[src/common/reg_board_settings.svh]
// Register board settings
// Widths, register count and microcode decode bases
`ifndef REG_BOARD_SETTINGS_SVH
`define REG_BOARD_SETTINGS_SVH

`define REG_WIDTH      16   // Major register and processor bus width
`define BYTE_WIDTH     8    // Front panel data width
`define REG_COUNT      4    // PC, DR, AC, SP
`define REG_IDX_WIDTH  2    // Enough bits to index REG_COUNT registers

`define ADDR_WIDTH     5    // Microcode read/write address field
`define ACTION_WIDTH   4    // Microcode action field

`define REG_ADDR_BASE  8    // Addresses 8..11 select PC, DR, AC, SP
`define ACTION_BASE    8    // Actions 8..15 belong to this board

`endif

[src/common/reg_board_pkg.sv]
// Register board types
// Bus words, microcode fields, strobes and front panel selectors
`include "reg_board_settings.svh"

package reg_board_pkg;

   typedef logic [`REG_WIDTH-1:0]    word_t;     // Register or bus value
   typedef logic [`BYTE_WIDTH-1:0]   byte_t;     // Front panel byte

   typedef logic [`ADDR_WIDTH-1:0]   addr_t;     // Microcode read/write address
   typedef logic [`ACTION_WIDTH-1:0] action_t;   // Microcode action code

   typedef logic [`REG_COUNT-1:0]    strobe_t;   // One bit per register, one-hot or zero

   // Register index, 0 PC, 1 DR, 2 AC, 3 SP
   typedef logic [`REG_IDX_WIDTH-1:0] reg_idx_t;

   // Front panel select, top bit picks the high byte
   typedef logic [`REG_IDX_WIDTH:0]  fp_sel_t;

   // Front panel handshake states
   typedef enum logic [1:0] {
      FP_IDLE    = 2'd0,                          // Waiting for fp_req
      FP_HOLD    = 2'd1,                          // Ack high, snapshot frozen
      FP_RELEASE = 2'd2                           // Ack dropped, one cycle gap
   } fp_state_t;

endpackage

[src/hdl/front_panel_port.sv]
// Front panel port
// Four-phase req/ack readout of one byte of any major register
`timescale 1ns/1ps
`include "reg_board_settings.svh"

module front_panel_port (
   input  logic                   clk4,
   input  logic                   rst_n,
   input  logic                   fp_req,     // Host request, four-phase
   input  reg_board_pkg::fp_sel_t fp_sel,     // Register index plus high-byte bit
   input  reg_board_pkg::word_t   pc,
   input  reg_board_pkg::word_t   dr,
   input  reg_board_pkg::word_t   ac,
   input  reg_board_pkg::word_t   sp,
   output logic                   fp_ack,     // Snapshot valid in fpd
   output reg_board_pkg::byte_t   fpd         // Captured byte
);

   reg_board_pkg::fp_state_t state;
   reg_board_pkg::reg_idx_t  sel_idx;
   logic                     sel_high;
   reg_board_pkg::word_t     sel_word;
   reg_board_pkg::byte_t     sel_byte;

   ////////////////////////////////////////////////////////////
   // Byte select
   ////////////////////////////////////////////////////////////

   assign sel_idx  = fp_sel[`REG_IDX_WIDTH-1:0];
   assign sel_high = fp_sel[`REG_IDX_WIDTH];

   always_comb begin
      case (sel_idx)
         2'd0:    sel_word = pc;
         2'd1:    sel_word = dr;
         2'd2:    sel_word = ac;
         default: sel_word = sp;
      endcase
   end

   assign sel_byte = sel_high ? sel_word[`REG_WIDTH-1:`BYTE_WIDTH]
                              : sel_word[`BYTE_WIDTH-1:0];

   ////////////////////////////////////////////////////////////
   // Handshake FSM
   ////////////////////////////////////////////////////////////

   always_ff @(posedge clk4) begin
      if (!rst_n) begin
         state  <= reg_board_pkg::FP_IDLE;
         fp_ack <= 1'b0;
         fpd    <= '0;
      end else begin
         case (state)
            reg_board_pkg::FP_IDLE: begin
               if (fp_req) begin
                  fpd    <= sel_byte;            // Snapshot taken once per request
                  fp_ack <= 1'b1;
                  state  <= reg_board_pkg::FP_HOLD;
               end
            end
            reg_board_pkg::FP_HOLD: begin
               if (!fp_req) begin
                  fp_ack <= 1'b0;                // Host let go, drop ack
                  state  <= reg_board_pkg::FP_RELEASE;
               end
            end
            default: begin
               state <= reg_board_pkg::FP_IDLE; // Ack now low, reopen for requests
            end
         endcase
      end
   end

endmodule

[src/hdl/major_register.sv]
// Major register
// One bus-loadable word with increment, decrement and a zero flag
`timescale 1ns/1ps

module major_register (
   input  logic                 clk4,       // Write phase clock
   input  logic                 rst_n,      // Synchronous, active low
   input  reg_board_pkg::word_t ibus_in,    // Processor bus value
   input  logic                 write_en,   // Load from the bus
   input  logic                 inc_en,     // Count up
   input  logic                 dec_en,     // Count down
   output reg_board_pkg::word_t value,      // Current contents
   output logic                 zero        // Contents are all zero
);

   reg_board_pkg::word_t value_q;

   ////////////////////////////////////////////////////////////
   // Register update
   ////////////////////////////////////////////////////////////

   always_ff @(posedge clk4) begin
      if (!rst_n) begin
         value_q <= '0;
      end else if (write_en) begin
         value_q <= ibus_in;                    // Bus write wins over actions
      end else if (inc_en) begin
         value_q <= value_q + 1'b1;             // Wraps at 0xFFFF
      end else if (dec_en) begin
         value_q <= value_q - 1'b1;             // Wraps at 0x0000
      end
   end

   // Outputs come straight off the flops
   assign value = value_q;
   assign zero  = (value_q == '0);            // Flag used only by AC

endmodule

[src/hdl/microcode_decoder.sv]
// Microcode decoder
// Turns read/write addresses and the action code into register strobes
`timescale 1ns/1ps
`include "reg_board_settings.svh"

module microcode_decoder (
   input  reg_board_pkg::addr_t   raddr,      // Register to drive the bus
   input  reg_board_pkg::addr_t   waddr,      // Register to load from the bus
   input  reg_board_pkg::action_t action,     // Increment/decrement code
   output reg_board_pkg::strobe_t read_stb,
   output reg_board_pkg::strobe_t write_stb,
   output reg_board_pkg::strobe_t inc_stb,
   output reg_board_pkg::strobe_t dec_stb
);

   localparam reg_board_pkg::reg_idx_t IDX_PC = 0;  // PC only has an increment

   // Address window 8..11 maps onto one strobe bit, anything else on none
   function automatic reg_board_pkg::strobe_t addr_decode(input reg_board_pkg::addr_t addr);
      reg_board_pkg::addr_t  offset;
      reg_board_pkg::strobe_t stb;
      offset = addr - reg_board_pkg::addr_t'(`REG_ADDR_BASE);  // Wraps high below base
      stb    = '0;
      if (offset < reg_board_pkg::addr_t'(`REG_COUNT)) begin
         stb[reg_board_pkg::reg_idx_t'(offset)] = 1'b1;
      end
      return stb;
   endfunction

   ////////////////////////////////////////////////////////////
   // Read and write decoders
   ////////////////////////////////////////////////////////////

   assign read_stb  = addr_decode(raddr);     // Same decode, as with twin 138s
   assign write_stb = addr_decode(waddr);

   ////////////////////////////////////////////////////////////
   // Action decoder
   ////////////////////////////////////////////////////////////

   always_comb begin
      reg_board_pkg::action_t  act_off;
      reg_board_pkg::reg_idx_t act_reg;
      inc_stb = '0;
      dec_stb = '0;
      act_off = action - reg_board_pkg::action_t'(`ACTION_BASE);
      act_reg = act_off[2:1];                   // Pairs 10/11, 12/13, 14/15
      if (action >= reg_board_pkg::action_t'(`ACTION_BASE)) begin
         if (act_off == '0) begin
            inc_stb[IDX_PC] = 1'b1;             // Code 8, increment PC
         end else if (act_off != reg_board_pkg::action_t'(1)) begin
            if (act_off[0]) begin
               dec_stb[act_reg] = 1'b1;         // Odd codes decrement
            end else begin
               inc_stb[act_reg] = 1'b1;         // Even codes increment
            end
         end
         // Code 9 is unused, no strobe
      end
   end

endmodule

[src/hdl/reg_board.sv]
// Register board top level
// Microcode decode, four major registers, bus read mux and front panel
`timescale 1ns/1ps
`include "reg_board_settings.svh"

module reg_board (
   input  logic                    clk4,        // Write phase clock
   input  logic                    rst_n,       // Synchronous, active low
   input  reg_board_pkg::addr_t    raddr,       // Microcode read address
   input  reg_board_pkg::addr_t    waddr,       // Microcode write address
   input  reg_board_pkg::action_t  action,      // Microcode action code
   input  reg_board_pkg::word_t    ibus_in,     // Processor bus, inbound
   input  logic                    fp_req,      // Front panel request
   input  reg_board_pkg::fp_sel_t  fp_sel,      // Front panel byte select
   output reg_board_pkg::word_t    ibus_out,    // Processor bus, outbound
   output logic                    ibus_drive,  // Board is driving the bus
   output reg_board_pkg::word_t    pc_out,
   output reg_board_pkg::word_t    ac_out,
   output logic                    fz,          // AC is zero
   output logic                    fp_ack,      // Front panel acknowledge
   output reg_board_pkg::byte_t    fpd          // Front panel data
);

   reg_board_pkg::strobe_t read_stb;
   reg_board_pkg::strobe_t write_stb;
   reg_board_pkg::strobe_t inc_stb;
   reg_board_pkg::strobe_t dec_stb;

   reg_board_pkg::word_t   pc, dr, ac, sp;
   reg_board_pkg::word_t   reg_val [`REG_COUNT];

   ////////////////////////////////////////////////////////////
   // Decoders
   ////////////////////////////////////////////////////////////

   microcode_decoder u_decoder (
      .raddr     (raddr),
      .waddr     (waddr),
      .action    (action),
      .read_stb  (read_stb),
      .write_stb (write_stb),
      .inc_stb   (inc_stb),
      .dec_stb   (dec_stb)
   );

   ////////////////////////////////////////////////////////////
   // Major registers
   ////////////////////////////////////////////////////////////

   // PC, increment only, decrement strobe never set
   major_register u_pc (
      .clk4 (clk4), .rst_n (rst_n), .ibus_in (ibus_in),
      .write_en (write_stb[0]), .inc_en (inc_stb[0]), .dec_en (dec_stb[0]),
      .value (pc), .zero ()
   );

   major_register u_dr (                        // DR, increment and decrement
      .clk4 (clk4), .rst_n (rst_n), .ibus_in (ibus_in),
      .write_en (write_stb[1]), .inc_en (inc_stb[1]), .dec_en (dec_stb[1]),
      .value (dr), .zero ()
   );

   major_register u_ac (                        // AC, the only flag user
      .clk4 (clk4), .rst_n (rst_n), .ibus_in (ibus_in),
      .write_en (write_stb[2]), .inc_en (inc_stb[2]), .dec_en (dec_stb[2]),
      .value (ac), .zero (fz)
   );

   major_register u_sp (                        // SP, increment and decrement
      .clk4 (clk4), .rst_n (rst_n), .ibus_in (ibus_in),
      .write_en (write_stb[3]), .inc_en (inc_stb[3]), .dec_en (dec_stb[3]),
      .value (sp), .zero ()
   );

   ////////////////////////////////////////////////////////////
   // Bus read mux and exports
   ////////////////////////////////////////////////////////////

   assign reg_val[0] = pc;
   assign reg_val[1] = dr;
   assign reg_val[2] = ac;
   assign reg_val[3] = sp;

   always_comb begin
      ibus_out = '0;                            // Zero when nothing is selected
      for (int i = 0; i < `REG_COUNT; i++) begin
         if (read_stb[i]) begin
            ibus_out = ibus_out | reg_val[i];  // Strobe is one-hot or zero
         end
      end
   end

   assign ibus_drive = |read_stb;               // Stands in for the tri-state enable
   assign pc_out     = pc;
   assign ac_out     = ac;

   front_panel_port u_front_panel (
      .clk4   (clk4),
      .rst_n  (rst_n),
      .fp_req (fp_req),
      .fp_sel (fp_sel),
      .pc     (pc),
      .dr     (dr),
      .ac     (ac),
      .sp     (sp),
      .fp_ack (fp_ack),
      .fpd    (fpd)
   );

endmodule

[config.mk]
export PLATFORM = sky130hd
export DESIGN_NAME = reg_board
export DESIGN_NICKNAME = d
export VERILOG_FILES = /design/src/common/reg_board_pkg.sv /design/src/hdl/front_panel_port.sv /design/src/hdl/major_register.sv /design/src/hdl/microcode_decoder.sv /design/src/hdl/reg_board.sv
export VERILOG_INCLUDE_DIRS = /design/src /design/src/common
export SDC_FILE = /design/constraint.sdc
export NUM_CORES = 1
export LEC_CHECK = 0
export BUFFER_PORTS_ARGS = -buffer_cell sky130_fd_sc_hd__buf_2
export CORE_MARGIN = 2
export CORE_UTILIZATION = 40
export DETAILED_ROUTE_END_ITERATION = 10
export SYNTH_ARGS = -nofsm -noshare
export SYNTH_HDL_FRONTEND = slang
export SYNTH_SLANG_ARGS = --single-unit
[constraint.sdc]
create_clock -name clk4 -period 2.9 [get_ports clk4]
set_input_delay 0.29 -clock clk4 [delete_from_list [all_inputs] [get_ports clk4]]
set_output_delay 0.29 -clock clk4 [all_outputs]
set_load 0.02 [all_outputs]
==> results of run 1 <==
## logic make-up (layout without fill, tap and decap cells)
family / Yosys count / after routing / share of synthesized area [%]
compound gates: 324 / 324 / 31.6
xor+xnor: 46 / 46 / 5.93
fa+ha+maj: 68 / 68 / 13.0
buf+inv: 65 / 200 / 3.76
flops: 75 / 75 / 22.1
mux: 20 / 20 / 4.83
simple gates: 278 / 278 / 18.8
## worst max-delay path: cells and delay by family
family                   cells  cell delay, ns
XOR/XNOR                     1            0.16
AND/OR/NAND/NOR              5            0.85
buffers and inverters        4            0.51
adder cells (fa/ha/maj)      1            0.32
AO/OA/AOI/OAI                4            0.70
## metrics by stage
stage | instances | setup slack, ns | hold WS, ns | area [sq um] | total power, W
5_1_grt | 1231 | 0.0765 | 0.152 | 8220 | 0.00427
3_3_place_gp | 1215 | -0.00117 | 0.448 | 7900 | 0.00285
4_1_cts | 1231 | 0.288 | 0.142 | 8220 | 0.00405
3_5_place_dp | 1215 | -0.0632 | 0.447 | 7900 | 0.00286
2_1_floorplan | 876 | 0.0464 | 0.366 | 6800 | 0.00234
6_report | 1231 | 0.309 | 0.148 | 8220 | 0.00405
## registers in the layout, summed over array words and instances (netlist names)
signal                cells
u_ac.value               16
u_dr.value               16
u_pc.value               16
u_sp.value               16
u_front_panel.fpd         8
u_front_panel.state       2
u_front_panel.fp_ack      1
## power breakdown
| part | internal (W) | switching [W] |
|---|---|---|
| Clock | 0.000733 | 0.000453 |
| Combinational | 0.000743 | 0.000881 |
| Sequential | 0.00111 | 0.000135 |
## cell type report
class	count	area [sq um]
clock buffers	12	267
clock inverters	4	47.5
fillers	1698	8370
inverters	22	82.6
multi-input cells	736	5040
flip-flops and latches	75	1500
well taps	220	275
repair buffers	162	1010
## synth_stat cells, drive strengths merged, types with 4 or more instances
master / n
buf: 10
a31oi: 21
nand2b: 7
xnor2: 29
inv: 22
nand3: 15
nor3: 20
and3: 14
nand4: 9
mux2i: 8
a22oi: 32
dfxtp: 75
o21ai: 70
ha: 64
nand2: 108
a21oi: 79
clkbuf: 33
mux4: 10
a2111oi: 5
a211oi: 33
nor2b: 6
o211ai: 14
xor2: 17
o221ai: 6
nor4: 6
a41oi: 4
nor2: 74
o31a: 4
fa: 4
o22ai: 8
o21a: 15
a21o: 10
## per-layer routing
layer  track usage (%)  vias to the layer above  share of wire, %
met5                 0                        -                 0
met4              9.77                        0               2.7
met3              4.04                       41               8.6
met2              42.9                      319                44
met1              39.5                     3488                45
li1                  -                     3565                 -
## how the worst max path moves through the flow
| stage | startpoint | to | slack [ns] | cells after the start |
|---|---|---|---|---|
| CTS | action[1] | u_ac.value[13]$_SDFFE_PN0P_ | 0.29 | 13 |
| global route | action[1] | u_ac.value[15]$_SDFFE_PN0P_ | 0.08 | 15 |
| global placement | action[1] | u_ac.value[13]$_SDFFE_PN0P_ | -0.001 | 13 |
| floorplan | action[3] | u_sp.value[12]$_SDFFE_PN0P_ | 0.05 | 11 |
| finish | action[1] | u_ac.value[15]$_SDFFE_PN0P_ | 0.31 | 15 |
| detailed placement | action[1] | u_ac.value[13]$_SDFFE_PN0P_ | -0.06 | 13 |
==> run summary, run 1 <==
The first detailed-routing pass ran for 6 iterations. The top cell type's share of synthesized area was 22.1%; the H-tree depth was 3. The synthesis warning total is 0. STA classifies the critical path endpoint as a flip-flop. Detailed routing inserted a total of 7413 vias. Setup violations remaining at the end of the flow were counted as 0. The chip width was 134 um; the final setup skew was 0.00782 ns.

For this run, the share of the core covered by cells in the final layout is 49.6%. For this block, the initial DRC count from the detailed router was 805. Clock tree synthesis inserted a total of 9 buffers. Clock latency on the worst-skew pair, taken at its later pin, is 0.35 ns. Traced cell by cell, the critical path runs through buf_2 -> nand2b_1 -> or2_1 -> nor2_2 -> inv_2 -> buf_12 -> ha_1 -> and4_1 -> o2bb2ai_1 -> a31oi_1 -> buf_4 -> o31ai_1 -> xnor2_1 -> nand2_1 -> a31oi_1.

The number of antenna violations at the first check in global routing is 1. The number of synthesized flops with an enable pin was 0; the mean instance size in the synthesized netlist was 7.75 sq um. Counting cells, the worst reg-to-reg path comes to 10. Once the clock tree was built, the setup fixing pass inserted 0 buffers.

By instance count, the cell type seen most on the critical path is sky130_fd_sc_hd__a31oi_1. The final routed wire length divided by cell count came out at 20.5 um. The repair_antennas step left the layout with diodes totalling 0.

Leaving out fill and tap cells, the most frequent cell in the layout is sky130_fd_sc_hd__nand2_1. Routability-driven placement finished with a final weighted congestion of 0.960. For this design the static power due to leakage is 3.55 nW.

The run gives 0 as the final number of max-transition violations. The number of endpoints with negative hold slack in the final report is 0, and the fraction of registers with async set/reset is 0%. The run gives 75 as the number of clock sinks seen by CTS. In this run the most critical hold path is launched from fp_req. Cells with a size suffix above 1 make up 21.0% of the layout. The worst path uses 89.3% of the clock period. The flow ran to the end, and the final reports show no timing, DRC or antenna violations. TritonCTS built the clock tree. Yosys mapped the design onto 71 distinct sky130hd cell types.

At the pin with the least slew margin, the transition time is 0.829 ns. The library cells used most frequently in the layout, excluding fill and tap cells, are sky130_fd_sc_hd__nand2_1, sky130_fd_sc_hd__buf_2, sky130_fd_sc_hd__a21oi_1, sky130_fd_sc_hd__dfxtp_1, sky130_fd_sc_hd__nor2_1. The run gives 6695 as the number of global-route vias before repair.

The leading register cell type out of synthesis was sky130_fd_sc_hd__dfxtp_1. VDD sags by at most 0.323 mV. From bottom edge to top edge, the die measures 134 um.

In this run the critical register-to-register path is launched from u_pc.value[1]$_SDFFE_PN0P_. The floorplan step defined a core boundary enclosing 0.0166 sq mm. The tools report the maximum number of pins on one net before global-route repair as 39. Counting every net in the synthesized netlist gives 980.

The worst setup path is launched from a primary input. In this run the remaining antenna-violating nets after routing total 0. The initial utilization of the core area, before any placement, comes to 41.0%.

The cell count after synthesis is 876, and the synthesis-to-layout area growth is 21.0%. The root buffer cell chosen for the clock tree is sky130_fd_sc_hd__clkbuf_16. The normalized max-slew margin is 44.5%. Clock-pin slew was measured on the worst setup and hold paths at 0.05 ns. Max-cap violations in this run came to 0.

The worst register-to-register path ends at u_pc.value[14]$_SDFFE_PN0P_. In the final timing run, aggregate negative setup slack is 0 ns. The average via count per standard cell was 6.02; the die area was 0.0180 sq mm. The type of the worst min-delay path was in -> reg. The post-synthesis register bit count works out to 75.

The count of nets after finishing is 1110, and the required time reported for the critical path endpoint is 3.17 ns. The global-route wire length before repair came out at 38700 um. In this run the cell area of the synthesized design comes to 0.00679 sq mm. The setup check on the worst reg-to-reg path leaves a slack of 0.45 ns. The number of hold buffers added after CTS was 0; the maximum single-stage delay on the critical path was 0.33 ns. Setup repair after global routing left no endpoint under its margin. The final layout contains routed wiring with a total length of 25200 um. The timing-limited maximum frequency was 0.386 GHz. During placement, the flow inserted port buffers numbering 94. The total overflow left after global routing is 0. Post-CTS repair changed the size of 0 cells.

Ranked by total cell area, the synthesized netlist is headed by sky130_fd_sc_hd__dfxtp_1, sky130_fd_sc_hd__ha_1, sky130_fd_sc_hd__nand2_1. Along the worst hold path, the cell count comes to 2. Critical path's slowest cell: sky130_fd_sc_hd__o31ai_1. In the routed design, unresolved DRC markers number 0.

The largest fanout on the critical path works out to 12. During I/O placement, the number of pins put on the boundary was 95. For the total track usage, the log shows 27.8%.

The biggest area contributor in the post-synthesis netlist is sky130_fd_sc_hd__dfxtp_1. For hold timing, the worst endpoint is u_front_panel.state[1]$_SDFFE_PN0P_. At the worst endpoint, the arrival time is 2.86 ns. The floorplan has 47 rows. The tools report the placed wire-length estimate after detailed placement as 19300 um. The clock passes through at most 2 buffers. The worst setup path is of the in -> reg kind.

For the finished layout, the period the worst path requires is 2.59 ns. Power spread over the standard cell area amounts to 493 mW/mm^2. The tools report the sequential fraction of the synthesis area as 22.1%.
Power figures use the tool's default switching activity.
==> run 2, diff against run 1 <==
--- a/config.mk
+++ b/config.mk
@@ -7,6 +7,7 @@
 export NUM_CORES = 1
 export LEC_CHECK = 0
 export BUFFER_PORTS_ARGS = -buffer_cell sky130_fd_sc_hd__buf_2
+export CAP_MARGIN = 10
 export CORE_MARGIN = 2
 export CORE_UTILIZATION = 40
 export DETAILED_ROUTE_END_ITERATION = 10
==> constraint.sdc (replaced) <==
create_clock -name clk4 -period 2.45 [get_ports clk4]
set_input_delay 0.245 -clock clk4 [delete_from_list [all_inputs] [get_ports clk4]]
set_output_delay 0.245 -clock clk4 [all_outputs]
set_load 0.02 [all_outputs]
==> run 2 against run 1 <==
Combinational power up 41%. Non-clock buffer count up 109. Worst setup slack worse by 0.22 ns. Cell area up 14%. Total power up 27%. Register-to-register slack worse by 0.36 ns. Routed wire length up 5.6%. Sequential power up 17%. Global-route usage up 1.4 points. Count of clock-buffer cells in the layout unchanged. Via count up 7.4%. Cell count up 9.0%. Largest power group unchanged. Highest routed layer unchanged.
==> run summary, run 2 (same netlist as run 1, synthesis figures left out) <==
The flow ran to the end, and the final reports show no timing, DRC or antenna violations. The final setup skew was 0.0107 ns (was 0.00782 ns). Category of the most critical setup path: reg -> reg (was in -> reg). The largest fanout on the critical path was 4 (was 12). Cells traversed along the worst timing path: inv_1 -> fa_1 -> and2b_1 -> o31a_1 -> o21ai_1 -> nand2_1 -> a41oi_1 -> xor2_1 -> a2111oi_1 (was buf_2 -> nand2b_1 -> or2_1 -> nor2_2 -> inv_2 -> buf_12 -> ha_1 -> and4_1 -> o2bb2ai_1 -> a31oi_1 -> buf_4 -> o31ai_1 -> xnor2_1 -> nand2_1 -> a31oi_1).

The run gives 65.5% (was 44.5%) as the normalized max-slew margin. The number of DRC violations after detailed-routing iteration 0 was 940 (was 805); the routability congestion estimate from global placement was 0.919 (was 0.960). The final number of max-transition violations is 0 (unchanged). TritonCTS built the clock tree. The post-route clock period utilization was 96.4%. The average via count per standard cell is 5.93 (was 6.02), and the buffer levels on the longest clock path is 2 (unchanged). The tools report the post-detailed-routing wire length as 26600 um (was 25200 um). The overflow left after global routing came out at 0 (unchanged). The leading cell type in the layout, fill and taps excluded was sky130_fd_sc_hd__buf_4 (was sky130_fd_sc_hd__nand2_1).

The transition at the pin with the smallest max-transition slack is 0.518 ns (was 0.829 ns). The effective utilization at floorplan is 41.0% (unchanged), and the residual DRC count is 0 (unchanged). Type of the worst min-delay path: in -> reg (unchanged). After layout, the minimum clock period comes to 2.36 ns.

For the total power after layout, the log shows 0.00516 W (was 0.00405 W). The logs give 0 ns (unchanged) for the aggregate negative setup slack and 46 (was 39) for the maximum number of pins on one net before global-route repair. The final setup violation count is 0 (unchanged).

The maximum single-stage delay on the critical path is 0.39 ns (was 0.33 ns), and the count of nets after finishing is 1220 (was 1110). The area of the core was 0.0166 sq mm (unchanged). The tools report the clock tree root buffer cell as sky130_fd_sc_hd__clkbuf_16 (unchanged). The leakage power of the design is 4.13 nW (was 3.55 nW), and the number of clock sinks seen by CTS is 75 (unchanged). The buffer and inverter count on the worst path was 1 (was 4). Count of maximum capacitance violations: 0 (unchanged). The chip width was 134 um (unchanged). The boundary pin count was 95 (unchanged); the required time reported for the critical path endpoint was 2.69 ns (was 3.17 ns). The total track usage came out at 29.2% (was 27.8%).

Family of cells with the greatest summed delay on the critical path: compound AO/OA/AOI/OAI gates (was simple AND/OR/NAND/NOR gates). The run gives 1342 (was 1231) as the final cell count without fillers. The hold slack is 0.103 ns (was 0.148 ns), and the global-route wire length before repair is 40400 um (was 38700 um). The tools report the timing-limited maximum frequency as 0.423 GHz.

The logs give 6 (unchanged) for the count of TritonRoute iterations in the first routing pass and 47 (unchanged) for the number of cell rows. The run gives 0.376 mV (was 0.323 mV) as the maximum ir drop on the vdd rail. The tools report the arrival time at the worst endpoint as 2.60 ns (was 2.86 ns). Highest-count cells in the layout ignoring fill and taps: sky130_fd_sc_hd__buf_4, sky130_fd_sc_hd__nand2_1, sky130_fd_sc_hd__buf_2, sky130_fd_sc_hd__a21oi_1, sky130_fd_sc_hd__dfxtp_1 (was sky130_fd_sc_hd__nand2_1, sky130_fd_sc_hd__buf_2, sky130_fd_sc_hd__a21oi_1, sky130_fd_sc_hd__dfxtp_1, sky130_fd_sc_hd__nor2_1).

The power density over the cells is 550 mW/mm^2 (was 493 mW/mm^2), and the sequential cell area is 0.00150 sq mm (unchanged). Die height: 134 um (unchanged). The critical path's slowest cell was sky130_fd_sc_hd__a2111oi_1 (was sky130_fd_sc_hd__o31ai_1). The count of port buffers added during placement works out to 94 (unchanged). The die area was 0.0180 sq mm (unchanged); the fill cell instance count of the final layout was 1579 (was 1698). The synthesis-to-layout area growth came out at 38.2% (was 21.0%).

The number of antenna violations at the first check in global routing came out at 1 (unchanged). The utilization of the core after routing is 56.6% (was 49.6%). Number of global-route vias before repair: 7092 (was 6695). The critical path launch point type is a flip-flop (was a primary input).

The run gives 0 (unchanged) as the final antenna-violating net count. The logs give 0 (unchanged) for the number of endpoints with negative hold slack in the final report and 7963 (was 7413) for the via count of the routed design. The final routed wire length divided by cell count was 19.8 um (was 20.5 um). The placed wire-length estimate after detailed placement is 20500 um (was 19300 um). The fraction of final layout cells sized beyond drive strength 1 is 31.8% (was 21.0%), and the H-tree depth is 3 (unchanged).

The clock latency on the worst-skew pair is 0.36 ns (was 0.35 ns). The instance count after placement with tap cells included is 1321 (was 1215), and the number of hold buffers added after CTS is 0 (unchanged). The capturing element type of the critical path is a flip-flop (unchanged). The number of CTS-inserted buffers is 9 (unchanged), and the clock slew at the register clock pins of the worst setup and hold paths is 0.06 ns (was 0.05 ns). The total area of multi-input combinational cells came out at 0.00532 sq mm (was 0.00504 sq mm). Setup repair after global routing left no endpoint under its margin.
[run 2: layout make-up]
cell class	instances	share of cell area (%)
Clock buffer	12	2.84
Timing Repair inverter	1	0.0666
Sequential cell	75	16.0
Multi-Input combinational cell	736	56.7
Clock inverter	4	0.507
Antenna cell	1	0.0267
Inverter	22	0.986
Timing Repair Buffer	271	20.0
Tap cell	220	2.93
[run 2: final timing paths]
kind / startpoint / slack, ns / to / depth (start not counted)
setup / recovery: u_sp.value[1]$_SDFFE_PN0P_ / 0.09 / u_sp.value[12]$_SDFFE_PN0P_ / 9
hold reg to reg: u_front_panel.state[0]$_SDFFE_PN0P_ / 0.46 / u_front_panel.state[1]$_SDFFE_PN0P_ / 2
hold / removal: fp_req / 0.10 / u_front_panel.state[1]$_SDFFE_PN0P_ / 2
setup reg to reg: u_sp.value[1]$_SDFFE_PN0P_ / 0.09 / u_sp.value[12]$_SDFFE_PN0P_ / 9
[run 2: metal layers]
layer	vias to the layer above	part of all wire, %	GRT usage (%)
li1	3791	-	-
met1	3725	44	41.0
met2	394	43	44.6
met3	53	8.8	4.91
met4	0	3.7	11.6
met5	-	0	0
[run 2: power breakdown]
group          switching (W)  leakage (nW)  internal, W
sequential          0.000139         0.613      0.00131
combinational        0.00116          3.36      0.00112
clock               0.000563         0.155     0.000869
total                0.00186          4.13      0.00330
[run 2: through the flow]
step,setup slack [ns],area [sq um]
CTS,0.0262,9290
detailed placement,-0.333,8980
floorplan,-0.0987,7060
global placement,-0.281,8980
global route,0.00771,9380
finish,0.0870,9390
[run 2: repair_timing]
item	CTS	global route
setup endpoints to repair	0	15
buffers inserted	0	3
gates resized for setup	0	13
==> run 3, diff against run 2 <==
--- a/config.mk
+++ b/config.mk
@@ -10,7 +10,9 @@
 export CAP_MARGIN = 10
 export CORE_MARGIN = 2
 export CORE_UTILIZATION = 40
+export CTS_BUF_LIST = sky130_fd_sc_hd__clkbuf_8
 export DETAILED_ROUTE_END_ITERATION = 10
 export SYNTH_ARGS = -nofsm -noshare
 export SYNTH_HDL_FRONTEND = slang
+export SYNTH_HIERARCHICAL = 1
 export SYNTH_SLANG_ARGS = --single-unit
==> constraint.sdc (replaced) <==
create_clock -name clk4 -period 2.8 [get_ports clk4]
set_input_delay 0.28 -clock clk4 [delete_from_list [all_inputs] [get_ports clk4]]
set_output_delay 0.28 -clock clk4 [all_outputs]
set_load 0.02 [all_outputs]
==> run 3 against run 2 <==
Total power fell by 0.10%. Synthesized cell count is 11% higher. Flip-flop and latch count unchanged. Routed wire length is 2.6% lower. Clock power fell by 40%.
==> run summary, run 3 <==
The logs give 0 (unchanged) for the final number of max-transition violations and 0.924 (was 0.919) for the routability congestion estimate from global placement. For the area of all placed cells without fillers, the log shows 0.00824 sq mm (was 0.00939 sq mm). For the synthesis warning total, the log shows 6 (was 0).

The arrival time at the worst endpoint is 2.89 ns (was 2.60 ns), and the maximum number of pins on one net before global-route repair is 42 (was 46). The logs give 0.00805 sq mm (was 0.00898 sq mm) for the placed cell area and 45.5% (was 56.6%) for the utilization of the core after routing. The logs give 0 (was 1) for the final antenna diode count and 759 (was 940) for the number of DRC violations after detailed-routing iteration 0. The final setup violation count came out at 0 (unchanged). Residual DRC count: 0 (unchanged).

The final setup skew is 0.00985 ns (was 0.0107 ns). The number of hold buffers added after CTS is 0 (unchanged), and the fraction of final layout cells sized beyond drive strength 1 is 19.3% (was 31.8%). The count of port buffers added during placement works out to 94 (unchanged). The maximum ir drop on the vdd rail was 0.275 mV (was 0.376 mV); the post-route clock period utilization was 92.0%. The power density over the cells was 626 mW/mm^2 (was 550 mW/mm^2); the count of maximum capacitance violations was 0 (unchanged). The logs give 0 (unchanged) for the post-CTS setup-driven buffer insertion count and 0 (unchanged) for the final antenna-violating net count. The category of the most critical setup path is in -> reg (was reg -> reg). The run gives 0.00743 sq mm (was 0.00679 sq mm) as the combined area of all synthesized cells. The type of the worst min-delay path was in -> reg (unchanged).

The mean instance size in the synthesized netlist is 7.66 sq um (was 7.75 sq um), and the leakage power of the design is 3.61 nW (was 4.13 nW). Highest-count cells in the layout ignoring fill and taps: sky130_fd_sc_hd__nand2_1, sky130_fd_sc_hd__buf_2, sky130_fd_sc_hd__o21ai_0, sky130_fd_sc_hd__dfxtp_1, sky130_fd_sc_hd__a21oi_1 (was sky130_fd_sc_hd__buf_4, sky130_fd_sc_hd__nand2_1, sky130_fd_sc_hd__buf_2, sky130_fd_sc_hd__a21oi_1, sky130_fd_sc_hd__dfxtp_1). Capturing element type of the critical path: a flip-flop (unchanged). The normalized max-slew margin is 38.2% (was 65.5%), and the chip width is 140 um (was 134 um). Post-detailed-routing wire length: 25900 um (was 26600 um). The aggregate negative setup slack was 0 ns (unchanged). The critical path launch point type was a primary input (was a flip-flop). For this run, the top clock speed supported by timing is 0.388 GHz.

The overflow left after global routing is 0 (unchanged), and the number of CTS-inserted buffers is 9 (unchanged). The tools report the via count of the routed design as 7735 (was 7963). Setup repair after global routing left no endpoint under its margin. The run gives 0.0197 sq mm (was 0.0180 sq mm) as the die area.

The total power after layout came out at 0.00516 W (about the same). For the number of cell rows, the log shows 49 (was 47). The smallest clock period supported by the final layout is computed as 2.58 ns.

The logs give 0 (unchanged) for the post-CTS resize count and 1144 (was 1220) for the count of nets after finishing. The logs give 0.38 ns (was 0.36 ns) for the clock latency on the worst-skew pair and 41.1% (was 41.0%) for the effective utilization at floorplan. The largest fanout on the critical path was 14 (was 4). The required time reported for the critical path endpoint was 3.12 ns (was 2.69 ns). The total track usage came out at 25.9% (was 29.2%). The number of nets in the synthesized netlist was 1065 (was 980); the final routed wire length divided by cell count was 20.2 um (was 19.8 um). For the H-tree depth, the log shows 3 (unchanged).

The final cell count without fillers was 1282 (was 1342); the sequential cell area was 0.00150 sq mm (unchanged). The average via count per standard cell is 6.03 (was 5.93), and the fill cell instance count of the final layout is 1860 (was 1579). The die height was 140 um (was 134 um). The number of global-route vias before repair came out at 6892 (was 7092). The tools report the clock tree root buffer cell as sky130_fd_sc_hd__clkbuf_8 (was sky130_fd_sc_hd__clkbuf_16). The synthesis-to-layout area growth is 10.9% (was 38.2%). The run gives 6 (unchanged) as the count of TritonRoute iterations in the first routing pass. TritonCTS built the clock tree. The number of endpoints with negative hold slack in the final report was 0 (unchanged). The logs give 75 (unchanged) for the number of clock sinks seen by CTS and 95 (unchanged) for the boundary pin count. The run gives 969 (was 876) as the cell count after synthesis. The number of antenna violations at the first check in global routing is 1 (unchanged), and the clock slew at the register clock pins of the worst setup and hold paths is 0.09 ns (was 0.06 ns). For the global-route wire length before repair, the log shows 39600 um (was 40400 um). Leading cell type in the layout, fill and taps excluded: sky130_fd_sc_hd__nand2_1 (was sky130_fd_sc_hd__buf_4). Transition at the pin with the smallest max-transition slack: 0.923 ns (was 0.518 ns). The area of the core is 0.0181 sq mm (was 0.0166 sq mm). The tools report the placed wire-length estimate after detailed placement as 19700 um (was 20500 um). The buffer levels on the longest clock path was 2 (unchanged); the instance count after placement with tap cells included was 1266 (was 1321). Total area of multi-input combinational cells: 0.00546 sq mm (was 0.00532 sq mm). The run finished with clean final reports.
run 3: cell types whose count changed in the layout (fill, tap and decap cells not counted), moves of 11 or more:
| cell | change |
|---|---|
| sky130_fd_sc_hd__o21ai_0 | +33 |
| sky130_fd_sc_hd__and3_1 | -11 |
| sky130_fd_sc_hd__o211a_1 | +11 |
| sky130_fd_sc_hd__buf_4 | -140 |
| sky130_fd_sc_hd__nand2_1 | +56 |
| sky130_fd_sc_hd__a21oi_1 | -12 |
| sky130_fd_sc_hd__mux2i_1 | +17 |
| sky130_fd_sc_hd__inv_1 | +13 |
| sky130_fd_sc_hd__ha_4 | -11 |
| sky130_fd_sc_hd__o21a_1 | -13 |
| sky130_fd_sc_hd__a211oi_1 | -19 |
| sky130_fd_sc_hd__nor2_1 | -32 |
run 3: worst paths after layout:
path	start	end	slack (ns)	depth (start not counted)
setup / recovery	action[2]	u_pc/value[12]$_SDFFE_PN0P_	0.22	11
hold / removal	fp_req	u_front_panel/state[1]$_SDFFE_PN0P_	0.1	2
setup reg to reg	u_sp/value[0]$_SDFFE_PN0P_	u_sp/value[14]$_SDFFE_PN0P_	0.42	8
hold reg to reg	u_front_panel/state[0]$_SDFFE_PN0P_	u_front_panel/state[1]$_SDFFE_PN0P_	0.47	2
run 3: per-stage QoR:
stage	worst slack [ns]	hold WS [ns]
after floorplan	0.0505	0.356
after global placement	-0.235	0.458
after detailed placement	-0.278	0.453
after CTS	0.110	0.0934
after global routing	0.0798	0.0981
final	0.223	0.0967
run 3: cell type report:
| type | instances | share of cell area (%) |
|---|---|---|
| inverters | 27 | 1.23 |
| clock inverters | 7 | 0.744 |
| multi-input cells | 810 | 66.3 |
| repair buffers | 125 | 8.54 |
| well taps | 229 | 3.48 |
| flip-flops and latches | 75 | 18.2 |
| clock buffers | 9 | 1.50 |
run 3: power breakdown:
| group | internal, W | leakage (nW) | total, W | switching (W) |
|---|---|---|---|---|
| sequential | 0.00121 | 0.616 | 0.00149 | 0.000277 |
| combinational | 0.00122 | 2.89 | 0.00280 | 0.00158 |
| clock | 0.000403 | 0.105 | 0.000862 | 0.000459 |
run 3: metal layers:
| layer | wire length (um) | vias up | share of wire (%) | GRT usage, % |
|---|---|---|---|---|
| met3 | 2080 | 46 | 8.0 | 6.15 |
| li1 | - | 3738 | - | - |
| met4 | 691 | 2 | 2.7 | 7.44 |
| met2 | 11400 | 315 | 44 | 40.6 |
| met1 | 11700 | 3634 | 45 | 35.6 |
| met5 | 17 | - | 0.066 | 0 |
run 3: worst max-delay path, stage by stage:
cell	delay [ns]
sky130_fd_sc_hd__buf_2	0.10
sky130_fd_sc_hd__nand2b_1	0.18
sky130_fd_sc_hd__nor3_1	0.47
sky130_fd_sc_hd__inv_2	0.28
sky130_fd_sc_hd__ha_1	0.39
sky130_fd_sc_hd__and2b_1	0.20
sky130_fd_sc_hd__o2111ai_1	0.27
sky130_fd_sc_hd__a21oi_2	0.12
sky130_fd_sc_hd__nor2_2	0.14
sky130_fd_sc_hd__mux2_4	0.32
sky130_fd_sc_hd__a31oi_4	0.14
